## src/sparcPkg.sv

```systemverilog
package sparcPkg;

    localparam int XLEN           = 32;
    localparam int REG_ADDR_W     = 5;
    localparam int NUM_REGS       = 32;
    localparam int NUM_READ_PORTS = 3;     // rs1, rs2 and store data

    localparam logic [REG_ADDR_W-1:0] LINK_REG = 5'd15;   // Return address goes to %o7

    // Major opcodes in instr[31:30]
    localparam logic [1:0] OP_BRANCH = 2'b00;
    localparam logic [1:0] OP_CALL   = 2'b01;
    localparam logic [1:0] OP_ARITH  = 2'b10;
    localparam logic [1:0] OP_MEM    = 2'b11;

    localparam logic [2:0] OP2_SETHI = 3'b100;

    localparam logic [5:0] OP3_JMPL = 6'b111000;
    localparam logic [5:0] OP3_LD   = 6'b000000;
    localparam logic [5:0] OP3_LDUB = 6'b000001;
    localparam logic [5:0] OP3_LDUH = 6'b000010;
    localparam logic [5:0] OP3_LDSB = 6'b001001;
    localparam logic [5:0] OP3_LDSH = 6'b001010;
    localparam logic [5:0] OP3_ST   = 6'b000100;
    localparam logic [5:0] OP3_STB  = 6'b000101;
    localparam logic [5:0] OP3_STH  = 6'b000110;

    // Branch conditions in instr[28:25]
    localparam logic [3:0] COND_BN   = 4'b0000;
    localparam logic [3:0] COND_BE   = 4'b0001;
    localparam logic [3:0] COND_BLE  = 4'b0010;
    localparam logic [3:0] COND_BL   = 4'b0011;
    localparam logic [3:0] COND_BLEU = 4'b0100;
    localparam logic [3:0] COND_BCS  = 4'b0101;
    localparam logic [3:0] COND_BNEG = 4'b0110;
    localparam logic [3:0] COND_BVS  = 4'b0111;
    localparam logic [3:0] COND_BA   = 4'b1000;
    localparam logic [3:0] COND_BNE  = 4'b1001;
    localparam logic [3:0] COND_BG   = 4'b1010;
    localparam logic [3:0] COND_BGE  = 4'b1011;
    localparam logic [3:0] COND_BGU  = 4'b1100;
    localparam logic [3:0] COND_BCC  = 4'b1101;
    localparam logic [3:0] COND_BPOS = 4'b1110;
    localparam logic [3:0] COND_BVC  = 4'b1111;

    typedef enum logic [3:0] {
        ALU_ADD   = 4'd0,
        ALU_ADDX  = 4'd1,
        ALU_SUB   = 4'd2,
        ALU_SUBX  = 4'd3,
        ALU_AND   = 4'd4,
        ALU_OR    = 4'd5,
        ALU_XOR   = 4'd6,
        ALU_XNOR  = 4'd7,
        ALU_ANDN  = 4'd8,
        ALU_ORN   = 4'd9,
        ALU_SLL   = 4'd10,
        ALU_SRL   = 4'd11,
        ALU_SRA   = 4'd12,
        ALU_PASSB = 4'd14
    } aluOp_t;

    typedef enum logic [1:0] {
        SIZE_BYTE = 2'd0,
        SIZE_HALF = 2'd1,
        SIZE_WORD = 2'd2
    } memSize_t;

    typedef struct packed {
        logic     jmpl;
        logic     store;         // 1 = write, 0 = read
        aluOp_t   aluOp;
        logic     signExt;
        logic     load;
        logic     rfEnable;
        memSize_t size;
        logic     modifyCc;
        logic     call;
        logic     memEnable;
        logic     branch;
        logic     annulBit;
    } ctrl_t;

    // Control that travels past ID
    typedef struct packed {
        logic     jmpl;
        logic     store;
        aluOp_t   aluOp;
        logic     signExt;
        logic     load;
        logic     rfEnable;
        memSize_t size;
        logic     modifyCc;
        logic     call;
        logic     memEnable;
    } exCtrl_t;

    typedef struct packed {
        logic                  rfEnable;
        logic [REG_ADDR_W-1:0] rd;
        logic [XLEN-1:0]       value;
    } fwdSrc_t;

    typedef struct packed {
        logic z;
        logic n;
        logic c;
        logic v;
    } cc_t;

    typedef struct packed {
        exCtrl_t               ctrl;
        logic [XLEN-1:0]       opA;
        logic [XLEN-1:0]       opB;
        logic [XLEN-1:0]       storeData;
        logic [REG_ADDR_W-1:0] rd;
        logic [21:0]           imm22;
        logic                  isImm;
        logic                  pad;
    } idEx_t;

endpackage
```

## src/decodeStage.sv

```systemverilog
`timescale 1ns/1ps

module decodeStage import sparcPkg::*;
#(
    parameter int NumRegs      = NUM_REGS,
    parameter int NumReadPorts = NUM_READ_PORTS
)
(
    input  logic            Clk,
    input  logic            rstN,
    input  logic [XLEN-1:0] instr,
    input  fwdSrc_t         exFwd,
    input  fwdSrc_t         memFwd,
    input  fwdSrc_t         wbFwd,
    input  logic            exIsLoad,
    input  cc_t             exFlags,
    input  logic            exModifyCc,
    output idEx_t           idEx,
    output logic            stall,
    output logic            branchTaken,
    output logic            annul
);

    ctrl_t                   ctrl;
    logic [REG_ADDR_W-1:0]   rd;
    logic [NumRegs*XLEN-1:0] regs;
    logic [REG_ADDR_W-1:0]   readAddr [NumReadPorts];
    logic [XLEN-1:0]         operand  [NumReadPorts];

    assign readAddr[0] = instr[18:14];    // rs1
    assign readAddr[1] = instr[4:0];      // rs2
    assign readAddr[2] = instr[29:25];    // Store data sits in the rd field

    controlDecoder i_controlDecoder (
        .instr (instr),
        .ctrl  (ctrl),
        .rd    (rd)
    );

    regArray #(.NumRegs(NumRegs)) i_regArray (
        .Clk   (Clk),
        .rstN  (rstN),
        .wbFwd (wbFwd),
        .regs  (regs)
    );

    for (genvar k = 0; k < NumReadPorts; k++)
    begin : gPort
        operandPort #(.NumRegs(NumRegs)) i_operandPort (
            .addr    (readAddr[k]),
            .regs    (regs),
            .exFwd   (exFwd),
            .memFwd  (memFwd),
            .wbFwd   (wbFwd),
            .operand (operand[k])
        );
    end

    branchCondition i_branchCondition (
        .Clk         (Clk),
        .rstN        (rstN),
        .instr       (instr),
        .ctrl        (ctrl),
        .exFlags     (exFlags),
        .exModifyCc  (exModifyCc),
        .branchTaken (branchTaken),
        .annul       (annul)
    );

    idExRegister i_idExRegister (
        .Clk       (Clk),
        .rstN      (rstN),
        .instr     (instr),
        .ctrl      (ctrl),
        .rd        (rd),
        .opA       (operand[0]),
        .opB       (operand[1]),
        .storeData (operand[2]),
        .exFwd     (exFwd),
        .exIsLoad  (exIsLoad),
        .stall     (stall),
        .idEx      (idEx)
    );

endmodule

```

## src/idExRegister.sv

```systemverilog
`timescale 1ns/1ps

module idExRegister import sparcPkg::*;
(
    input  logic                  Clk,
    input  logic                  rstN,
    input  logic [XLEN-1:0]       instr,
    input  ctrl_t                 ctrl,
    input  logic [REG_ADDR_W-1:0] rd,
    input  logic [XLEN-1:0]       opA,
    input  logic [XLEN-1:0]       opB,
    input  logic [XLEN-1:0]       storeData,
    input  fwdSrc_t               exFwd,
    input  logic                  exIsLoad,
    output logic                  stall,
    output idEx_t                 idEx
);

    logic [REG_ADDR_W-1:0] rs1;
    logic [REG_ADDR_W-1:0] rs2;
    logic                  isImm;
    idEx_t                 nextIdEx;

    assign rs1   = instr[18:14];
    assign rs2   = instr[4:0];
    assign isImm = instr[13];

    // Load result is not ready until MEM, so hold ID one cycle
    assign stall = exIsLoad && (exFwd.rd != '0) &&
                   ((exFwd.rd == rs1) || (!isImm && exFwd.rd == rs2));

    always_comb
    begin
        nextIdEx = '0;
        if (!stall)
            nextIdEx.ctrl = '{jmpl: ctrl.jmpl, store: ctrl.store, aluOp: ctrl.aluOp,
                              signExt: ctrl.signExt, load: ctrl.load,
                              rfEnable: ctrl.rfEnable, size: ctrl.size,
                              modifyCc: ctrl.modifyCc, call: ctrl.call,
                              memEnable: ctrl.memEnable};
        nextIdEx.opA       = opA;
        nextIdEx.opB       = opB;
        nextIdEx.storeData = storeData;
        nextIdEx.rd        = rd;
        nextIdEx.imm22     = instr[21:0];
        nextIdEx.isImm     = isImm;
    end

    always_ff @(posedge Clk)
    begin
        if (!rstN)
            idEx <= '0;     // Starts as a nop
        else
            idEx <= nextIdEx;
    end

    // The bubble moves into EX behind the load, so a stall lasts one cycle
    singleCycleStall: assert property (
        @(posedge Clk) disable iff (!rstN)
        stall |=> !stall
    ) else $error("load-use stall lasted more than one cycle");

endmodule

```

## src/branchCondition.sv

```systemverilog
`timescale 1ns/1ps

module branchCondition import sparcPkg::*;
(
    input  logic            Clk,
    input  logic            rstN,
    input  logic [XLEN-1:0] instr,
    input  ctrl_t           ctrl,
    input  cc_t             exFlags,
    input  logic            exModifyCc,
    output logic            branchTaken,
    output logic            annul
);

    cc_t        psr;         // Only the icc field is kept
    cc_t        cc;
    logic [3:0] cond;
    logic       condTrue;

    always_ff @(posedge Clk)
    begin
        if (!rstN)
            psr <= '0;
        else if (exModifyCc)
            psr <= exFlags;
    end

    // Flags still in EX are newer than the PSR
    assign cc   = exModifyCc ? exFlags : psr;
    assign cond = instr[28:25];

    always_comb
    begin
        case (cond)
            COND_BA:   condTrue = 1'b1;
            COND_BN:   condTrue = 1'b0;
            COND_BNE:  condTrue = !cc.z;
            COND_BE:   condTrue = cc.z;
            COND_BG:   condTrue = !(cc.z || (cc.n ^ cc.v));
            COND_BLE:  condTrue = cc.z || (cc.n ^ cc.v);
            COND_BGE:  condTrue = !(cc.n ^ cc.v);
            COND_BL:   condTrue = cc.n ^ cc.v;
            COND_BGU:  condTrue = !cc.c && !cc.z;     // Both clear
            COND_BLEU: condTrue = cc.c || cc.z;
            COND_BCC:  condTrue = !cc.c;
            COND_BCS:  condTrue = cc.c;
            COND_BPOS: condTrue = !cc.n;
            COND_BNEG: condTrue = cc.n;
            COND_BVC:  condTrue = !cc.v;
            COND_BVS:  condTrue = cc.v;
            default:   condTrue = 1'b0;
        endcase
    end

    assign branchTaken = ctrl.branch && condTrue;
    assign annul       = ctrl.annulBit;   // Decoder sets it only on branches

    // Annul only ever comes with a branch from the decoder
    annulOnBranch: assert property (
        @(posedge Clk) disable iff (!rstN)
        annul |-> ctrl.branch
    ) else $error("annul raised on a non-branch instruction");

endmodule

```

## src/operandPort.sv

```systemverilog
`timescale 1ns/1ps

module operandPort import sparcPkg::*;
#(
    parameter int NumRegs = NUM_REGS
)
(
    input  logic [REG_ADDR_W-1:0]   addr,
    input  logic [NumRegs*XLEN-1:0] regs,
    input  fwdSrc_t                 exFwd,
    input  fwdSrc_t                 memFwd,
    input  fwdSrc_t                 wbFwd,
    output logic [XLEN-1:0]         operand
);

    logic [XLEN-1:0] regValue;
    logic            hitEx;
    logic            hitMem;
    logic            hitWb;

    assign regValue = regs[addr*XLEN +: XLEN];

    // r0 is never forwarded
    assign hitEx  = (addr != '0) && exFwd.rfEnable  && (exFwd.rd == addr);
    assign hitMem = (addr != '0) && memFwd.rfEnable && (memFwd.rd == addr);
    assign hitWb  = (addr != '0) && wbFwd.rfEnable  && (wbFwd.rd == addr);

    always_comb
    begin
        if (hitEx)
            operand = exFwd.value;        // Youngest result first
        else if (hitMem)
            operand = memFwd.value;
        else if (hitWb)
            operand = wbFwd.value;
        else
            operand = regValue;

        // Zero comes from regArray slot 0, nothing here forces it
        if (addr == '0)
            zeroAddrRead: assert (operand == '0)
                else $error("read of r0 returned %h", operand);
    end

endmodule

```

## src/regArray.sv

```systemverilog
`timescale 1ns/1ps

module regArray import sparcPkg::*;
#(
    parameter int NumRegs = NUM_REGS
)
(
    input  logic                    Clk,
    input  logic                    rstN,
    input  fwdSrc_t                 wbFwd,
    output logic [NumRegs*XLEN-1:0] regs
);

    logic [XLEN-1:0] regFile [1:NumRegs-1];    // No storage behind r0

    always_ff @(posedge Clk)
    begin
        if (!rstN)
        begin
            for (int i = 1; i < NumRegs; i++)
                regFile[i] <= '0;
        end
        else if (wbFwd.rfEnable && wbFwd.rd != '0)
            regFile[wbFwd.rd] <= wbFwd.value;
    end

    // Flat read bus, slot k holds register k
    assign regs[XLEN-1:0] = '0;

    for (genvar k = 1; k < NumRegs; k++)
    begin : gFlat
        assign regs[k*XLEN +: XLEN] = regFile[k];
    end

    // A WB write shows up in its own slot of the read bus a cycle later
    wbWriteVisible: assert property (
        @(posedge Clk) disable iff (!rstN)
        (wbFwd.rfEnable && wbFwd.rd != '0) |=>
            (regs[$past(wbFwd.rd)*XLEN +: XLEN] == $past(wbFwd.value))
    ) else $error("WB write did not reach its register");

endmodule

```

## src/controlDecoder.sv

```systemverilog
`timescale 1ns/1ps

module controlDecoder import sparcPkg::*;
(
    input  logic [XLEN-1:0]       instr,
    output ctrl_t                 ctrl,
    output logic [REG_ADDR_W-1:0] rd
);

    logic [1:0] op;
    logic [2:0] op2;
    logic [5:0] op3;

    assign op  = instr[31:30];
    assign op2 = instr[24:22];
    assign op3 = instr[24:19];

    assign rd = (op == OP_CALL) ? LINK_REG : instr[29:25];

    always_comb
    begin
        ctrl = '0;    // Everything off means nop

        case (op)
            OP_CALL:
            begin
                ctrl.call     = 1'b1;
                ctrl.rfEnable = 1'b1;   // Writes the return address
            end

            OP_BRANCH:
            begin
                if (op2 == OP2_SETHI)
                begin
                    ctrl.aluOp    = ALU_PASSB;   // imm22 goes through as operand B
                    ctrl.rfEnable = 1'b1;
                end
                else if (instr != '0)
                begin
                    ctrl.branch   = 1'b1;
                    ctrl.annulBit = instr[29];
                end
            end

            OP_ARITH:
            begin
                ctrl.rfEnable = 1'b1;
                if (op3 == OP3_JMPL)
                    ctrl.jmpl = 1'b1;   // Target is rs1 + operand, plain add
                else
                begin
                    ctrl.modifyCc = instr[23];
                    // op3[3:0] picks the operation, bit 24 turns negated logic into shifts
                    case (op3[3:0])
                        4'd0:    ctrl.aluOp = ALU_ADD;
                        4'd8:    ctrl.aluOp = ALU_ADDX;
                        4'd4:    ctrl.aluOp = ALU_SUB;
                        4'd12:   ctrl.aluOp = ALU_SUBX;
                        4'd1:    ctrl.aluOp = ALU_AND;
                        4'd2:    ctrl.aluOp = ALU_OR;
                        4'd3:    ctrl.aluOp = ALU_XOR;
                        4'd5:    ctrl.aluOp = op3[5] ? ALU_SLL : ALU_ANDN;
                        4'd6:    ctrl.aluOp = op3[5] ? ALU_SRL : ALU_ORN;
                        4'd7:    ctrl.aluOp = op3[5] ? ALU_SRA : ALU_XNOR;
                        default: ctrl.aluOp = ALU_ADD;
                    endcase
                end
            end

            OP_MEM:
            begin
                ctrl.memEnable = 1'b1;
                case (op3)
                    OP3_LD, OP3_LDUB, OP3_LDUH, OP3_LDSB, OP3_LDSH:
                    begin
                        ctrl.load     = 1'b1;
                        ctrl.rfEnable = 1'b1;
                        ctrl.signExt  = op3[3];    // Set for ldsb and ldsh
                    end
                    OP3_ST, OP3_STB, OP3_STH:
                        ctrl.store = 1'b1;
                    default:
                        ctrl.memEnable = 1'b0;     // Unsupported access
                endcase

                // Low two op3 bits give the access size for all eight codes
                case (op3[1:0])
                    2'b01:   ctrl.size = SIZE_BYTE;
                    2'b10:   ctrl.size = SIZE_HALF;
                    default: ctrl.size = SIZE_WORD;
                endcase
            end

            default:
                ctrl = '0;
        endcase
    end

endmodule

```

## config.mk

```make
export PLATFORM = sky130hd
export DESIGN_NAME = decodeStage
export DESIGN_NICKNAME = d
export VERILOG_FILES = /design/src/sparcPkg.sv /design/src/decodeStage.sv /design/src/idExRegister.sv /design/src/branchCondition.sv /design/src/operandPort.sv /design/src/regArray.sv /design/src/controlDecoder.sv
export SDC_FILE = /design/constraint.sdc
export NUM_CORES = 2
export LEC_CHECK = 0
export ABC_AREA = 1
export BUFFER_PORTS_ARGS = -buffer_cell sky130_fd_sc_hd__buf_2
export CAP_MARGIN = 20
export CORE_MARGIN = 5
export CORE_UTILIZATION = 30
export CTS_CLUSTER_DIAMETER = 60
export DETAILED_ROUTE_END_ITERATION = 8
export PLACE_DENSITY = 0.52
export SLEW_MARGIN = 20
export SYNTH_ARGS = -nofsm -noshare
export SYNTH_HDL_FRONTEND = slang
export SYNTH_SLANG_ARGS = --single-unit
```

## constraint.sdc

```tcl
create_clock -name Clk -period 3.5 [get_ports Clk]
set_clock_uncertainty 0.15 [all_clocks]
set_input_delay 0.175 -clock Clk [delete_from_list [all_inputs] [get_ports Clk]]
set_output_delay 0.175 -clock Clk [all_outputs]
set_load 0.005 [all_outputs]
```

==> impl_metrics.json <==
{
  "drcViolationCount": 0,
  "cp-start-kind": "input port",
  "via_count": 80608,
  "outcome": "finished clean",
  "grt.total_usage_pct": 34.3,
  "worstSetupPathType": "in -> reg",
  "powerDensity_nw_per_um2": 468,
  "ant_nets": 0,
  "yosys_warnings": 0,
  "place.gp.congestion": 1.02,
  "required_ps": 4130,
  "cts_num_sinks": 1133,
  "post-route-min-period_ps": 3440,
  "cp-end-kind": "flop",
  "finalCritPeriodShare_pct": 98.2,
  "vias_per_cell": 5.84,
  "ys_seq_area_share_pct": 45.7,
  "max_slew_margin_pct": 15.8,
  "wire_per_inst_um": 32.2,
  "area_growth_pct": 20.1,
  "async_reset_ff_share_pct": 0,
  "synth_edf_count": 992,
  "grt_max_degree": 93,
  "setup_tns_ps": 0,
  "reg2reg_setup_slack_ps": 400,
  "worstSetupStartpoint": "instr[28]",
  "hp-class": "in -> reg",
  "setup_viol": 0,
  "fillers": 24600,
  "syn_avg_cell_area_sq_um": 6.99,
  "stdcell_count": 13795,
  "die_area_sq_um": 248000,
  "path_clk_slew_ps": 60,
  "critPathTopFamily": "buffers and inverters",
  "synth_top_flop_cell": "edfxtp_1",
  "crit_end": "i_idExRegister.idEx[42]$_SDFF_PN0_",
  "drive_above_1_share_pct": 9.86,
  "grt_pass1_vias": 74091,
  "ys_ff_latch": 1133,
  "netlist-cell-type-count": 39,
  "critPathMaxStageDelay_ps": 560,
  "synth_fp_nets": 10363,
  "cp_num_cells": 15,
  "die_h_um": 498,
  "initial_core_util_pct": 30.1,
  "static-leakage-power_uw": 0.0378,
  "wl_um": 445000,
  "cp_max_fo": 42,
  "cts_buffer_depth": 3,
  "num_io_pins": 296,
  "post-dp-hpwl_um": 277000,
  "nNetsFinal": 10653,
  "rr_endpoint": "i_idExRegister.idEx[52]$_SDFF_PN0_",
  "reg2reg_depth": 14,
  "max_freq_mhz": 291,
  "coreArea_sq_um": 237000,
  "io_buffers": 294,
  "cp_num_buf_inv": 6,
  "arrival_ps": 4070,
  "cts_made_buffers": 154,
  "grt_pass1_wl_um": 604000,
  "first_pass_iters": 7,
  "drt_iter0_markers": 13569,
  "cts_root_buf": "clkbuf_16",
  "worst_skew_pair.late_latency_ps": 850,
  "cpMaxStageDelayCell": "dlygate4sd3_1",
  "seq_area_sq_um": 32600,
  "netlist_area_sq_um": 71300,
  "cap_violations": 0,
  "slew_violations": 0,
  "tritoncts": "done",
  "rows": 179,
  "gr-total-overflow": 0,
  "htreeDepth": 4,
  "dp.cells": 13250,
  "worst_pin_slew_ps": 1260,
  "antenna_found_initial": 34,
  "crit_chain": "dlygate4sd3_1, buf_2, inv_2, nor2_4, buf_12, buf_4, nand2_1, nand2_1, nor2_1, nand2_1, nand2_1, nand2_1, nand2_1, a21oi_1, dlygate4sd3_1",
  "ir_worst_vdd_mv": 0.500,
  "syn_inst": 10199,
  "rr_startpoint": "i_regArray.regFile[16][23]$_SDFFCE_PN0P_",
  "fp.dieW_um": 498,
  "hold_violations": 0,
  "multi_input_area_sq_um": 32300,
  "grt_setup_unrepaired": "false",
  "path_common_cell": "nand2_1"
}
tightest hold or removal path, stage by stage:
cell	delay, ps
buf_8	230
inv_8	170
buf_12	240
a21oi_1	150
power by group:
group / switching, uW / internal [uW]
clock: 6760 / 9360
sequential: 616 / 15500
combinational: 5830 / 2080
total: 13200 / 26900
timing repair:
action / CTS / global route
buffers inserted: 0 / 6
hold endpoints to repair: 403 / 2
resized for setup: 0 / 15
hold buffers: 245 / 1
setup endpoints to repair: 0 / 5
final cells by class:
class | count | share of cell area [%]
Sequential cell | 1133 | 38.1
Multi-Input combinational cell | 7432 | 37.8
Timing Repair Buffer | 944 | 9.95
Clock buffer | 201 | 5.01
Tap cell | 3167 | 4.63
Inverter | 824 | 3.66
Clock inverter | 84 | 0.894
Antenna cell | 10 | 0.0292
synthesized netlist by cell type (3+ instances only):
master	count	area share [%]
a22oi_1	37	0.39
nor4_1	4	0.035
buf_1	89	0.47
o21a_1	7	0.074
clkbuf_1	363	1.9
buf_6	4	0.063
nand4_1	94	0.82
ha_1	10	0.18
nor3_4	3	0.068
buf_4	17	0.18
o21bai_1	3	0.032
edfxtp_1	992	42
o211ai_1	230	2.4
xor2_1	12	0.15
nor3_1	22	0.15
o21ai_0	450	3.2
a21oi_1	632	4.4
nor2_2	6	0.053
inv_2	19	0.10
o22ai_1	27	0.24
nand2_1	3486	18
dfxtp_1	141	4.0
inv_1	804	4.2
o31ai_1	4	0.042
nor2_1	1462	7.7
nand3_1	927	6.5
buf_2	337	2.4
metal layers:
| layer | wire length [um] | track usage, % | vias to the layer above | share of wire, % |
|---|---|---|---|---|
| li1 | - | - | 33701 | - |
| met3 | 62300 | 10.6 | 1677 | 14 |
| met5 | 207 | 0.289 | - | 0.047 |
| met1 | 165000 | 44.1 | 38356 | 37 |
| met2 | 174000 | 47.6 | 6854 | 39 |
| met4 | 42900 | 26.5 | 20 | 9.6 |
cells in the final DEF, fill, tap and decap left out, drive strengths merged, types with 2 or more instances in the layout:
cell	Yosys	final
nand2	3488	3488
nor2	1470	1470
edfxtp	992	992
nand3	927	927
inv	823	834
buf	447	699
a21oi	632	632
o21ai	452	452
dlygate4sd3	0	244
o211ai	230	230
clkbuf	363	202
dfxtp	141	141
nand4	95	95
clkinv	1	61
a22oi	37	37
o22ai	27	27
nor3	26	26
xor2	12	12
diode	0	10
ha	10	10
bufinv	0	9
o21a	7	7
nor4	4	4
o31ai	4	4
clkinvlp	0	4
o21bai	3	3
o2111ai	2	2
xnor2	2	2
stage by stage:
stage | total power (uW) | area, sq um | hold WS (ps) | utilization (%) | worst slack (ps)
after floorplan | 19600 | 71300 | 118 | - | 979
after global placement | 23500 | 78000 | 221 | 32.9 | 282
after detailed placement | 23500 | 78000 | 227 | 32.9 | 279
after CTS | 39700 | 85600 | 10.9 | 36.1 | 12.3
after global routing | 41000 | 85600 | 69.8 | 36.1 | 30.9
final | 40100 | 85700 | 43.0 | 36.1 | 62.8
worst min path at each step:
stage                                               to  depth (start not counted)  startpoint  slack [ps]
floorplan           i_idExRegister.idEx[10]$_SDFF_PN0_                          2    instr[8]         120
global placement     i_idExRegister.idEx[9]$_SDFF_PN0_                          3    instr[7]         220
detailed placement  i_idExRegister.idEx[12]$_SDFF_PN0_                          3   instr[10]         230
CTS                 i_idExRegister.idEx[24]$_SDFF_PN0_                          4   instr[25]          10
global route        i_idExRegister.idEx[24]$_SDFF_PN0_                          4   instr[25]          70
finish              i_idExRegister.idEx[24]$_SDFF_PN0_                          4   instr[25]          40
cell families after synthesis:
group,share of synthesized area (%)
AOI/OAI and AO/OA,10.8
xor gates and xnor gates,0.172
adders and majority gates,0.175
buffers and inverters,9.32
DFF,45.7
other,0.00526
and+or+nand+nor,33.8
flip-flops by register name, indices dropped and copies added (netlist names):
| register | count |
|---|---|
| i_idExRegister.idEx | 137 |
| i_regArray.regFile | 992 |
| i_branchCondition.psr | 4 |
Power figures use the tool's default switching activity.
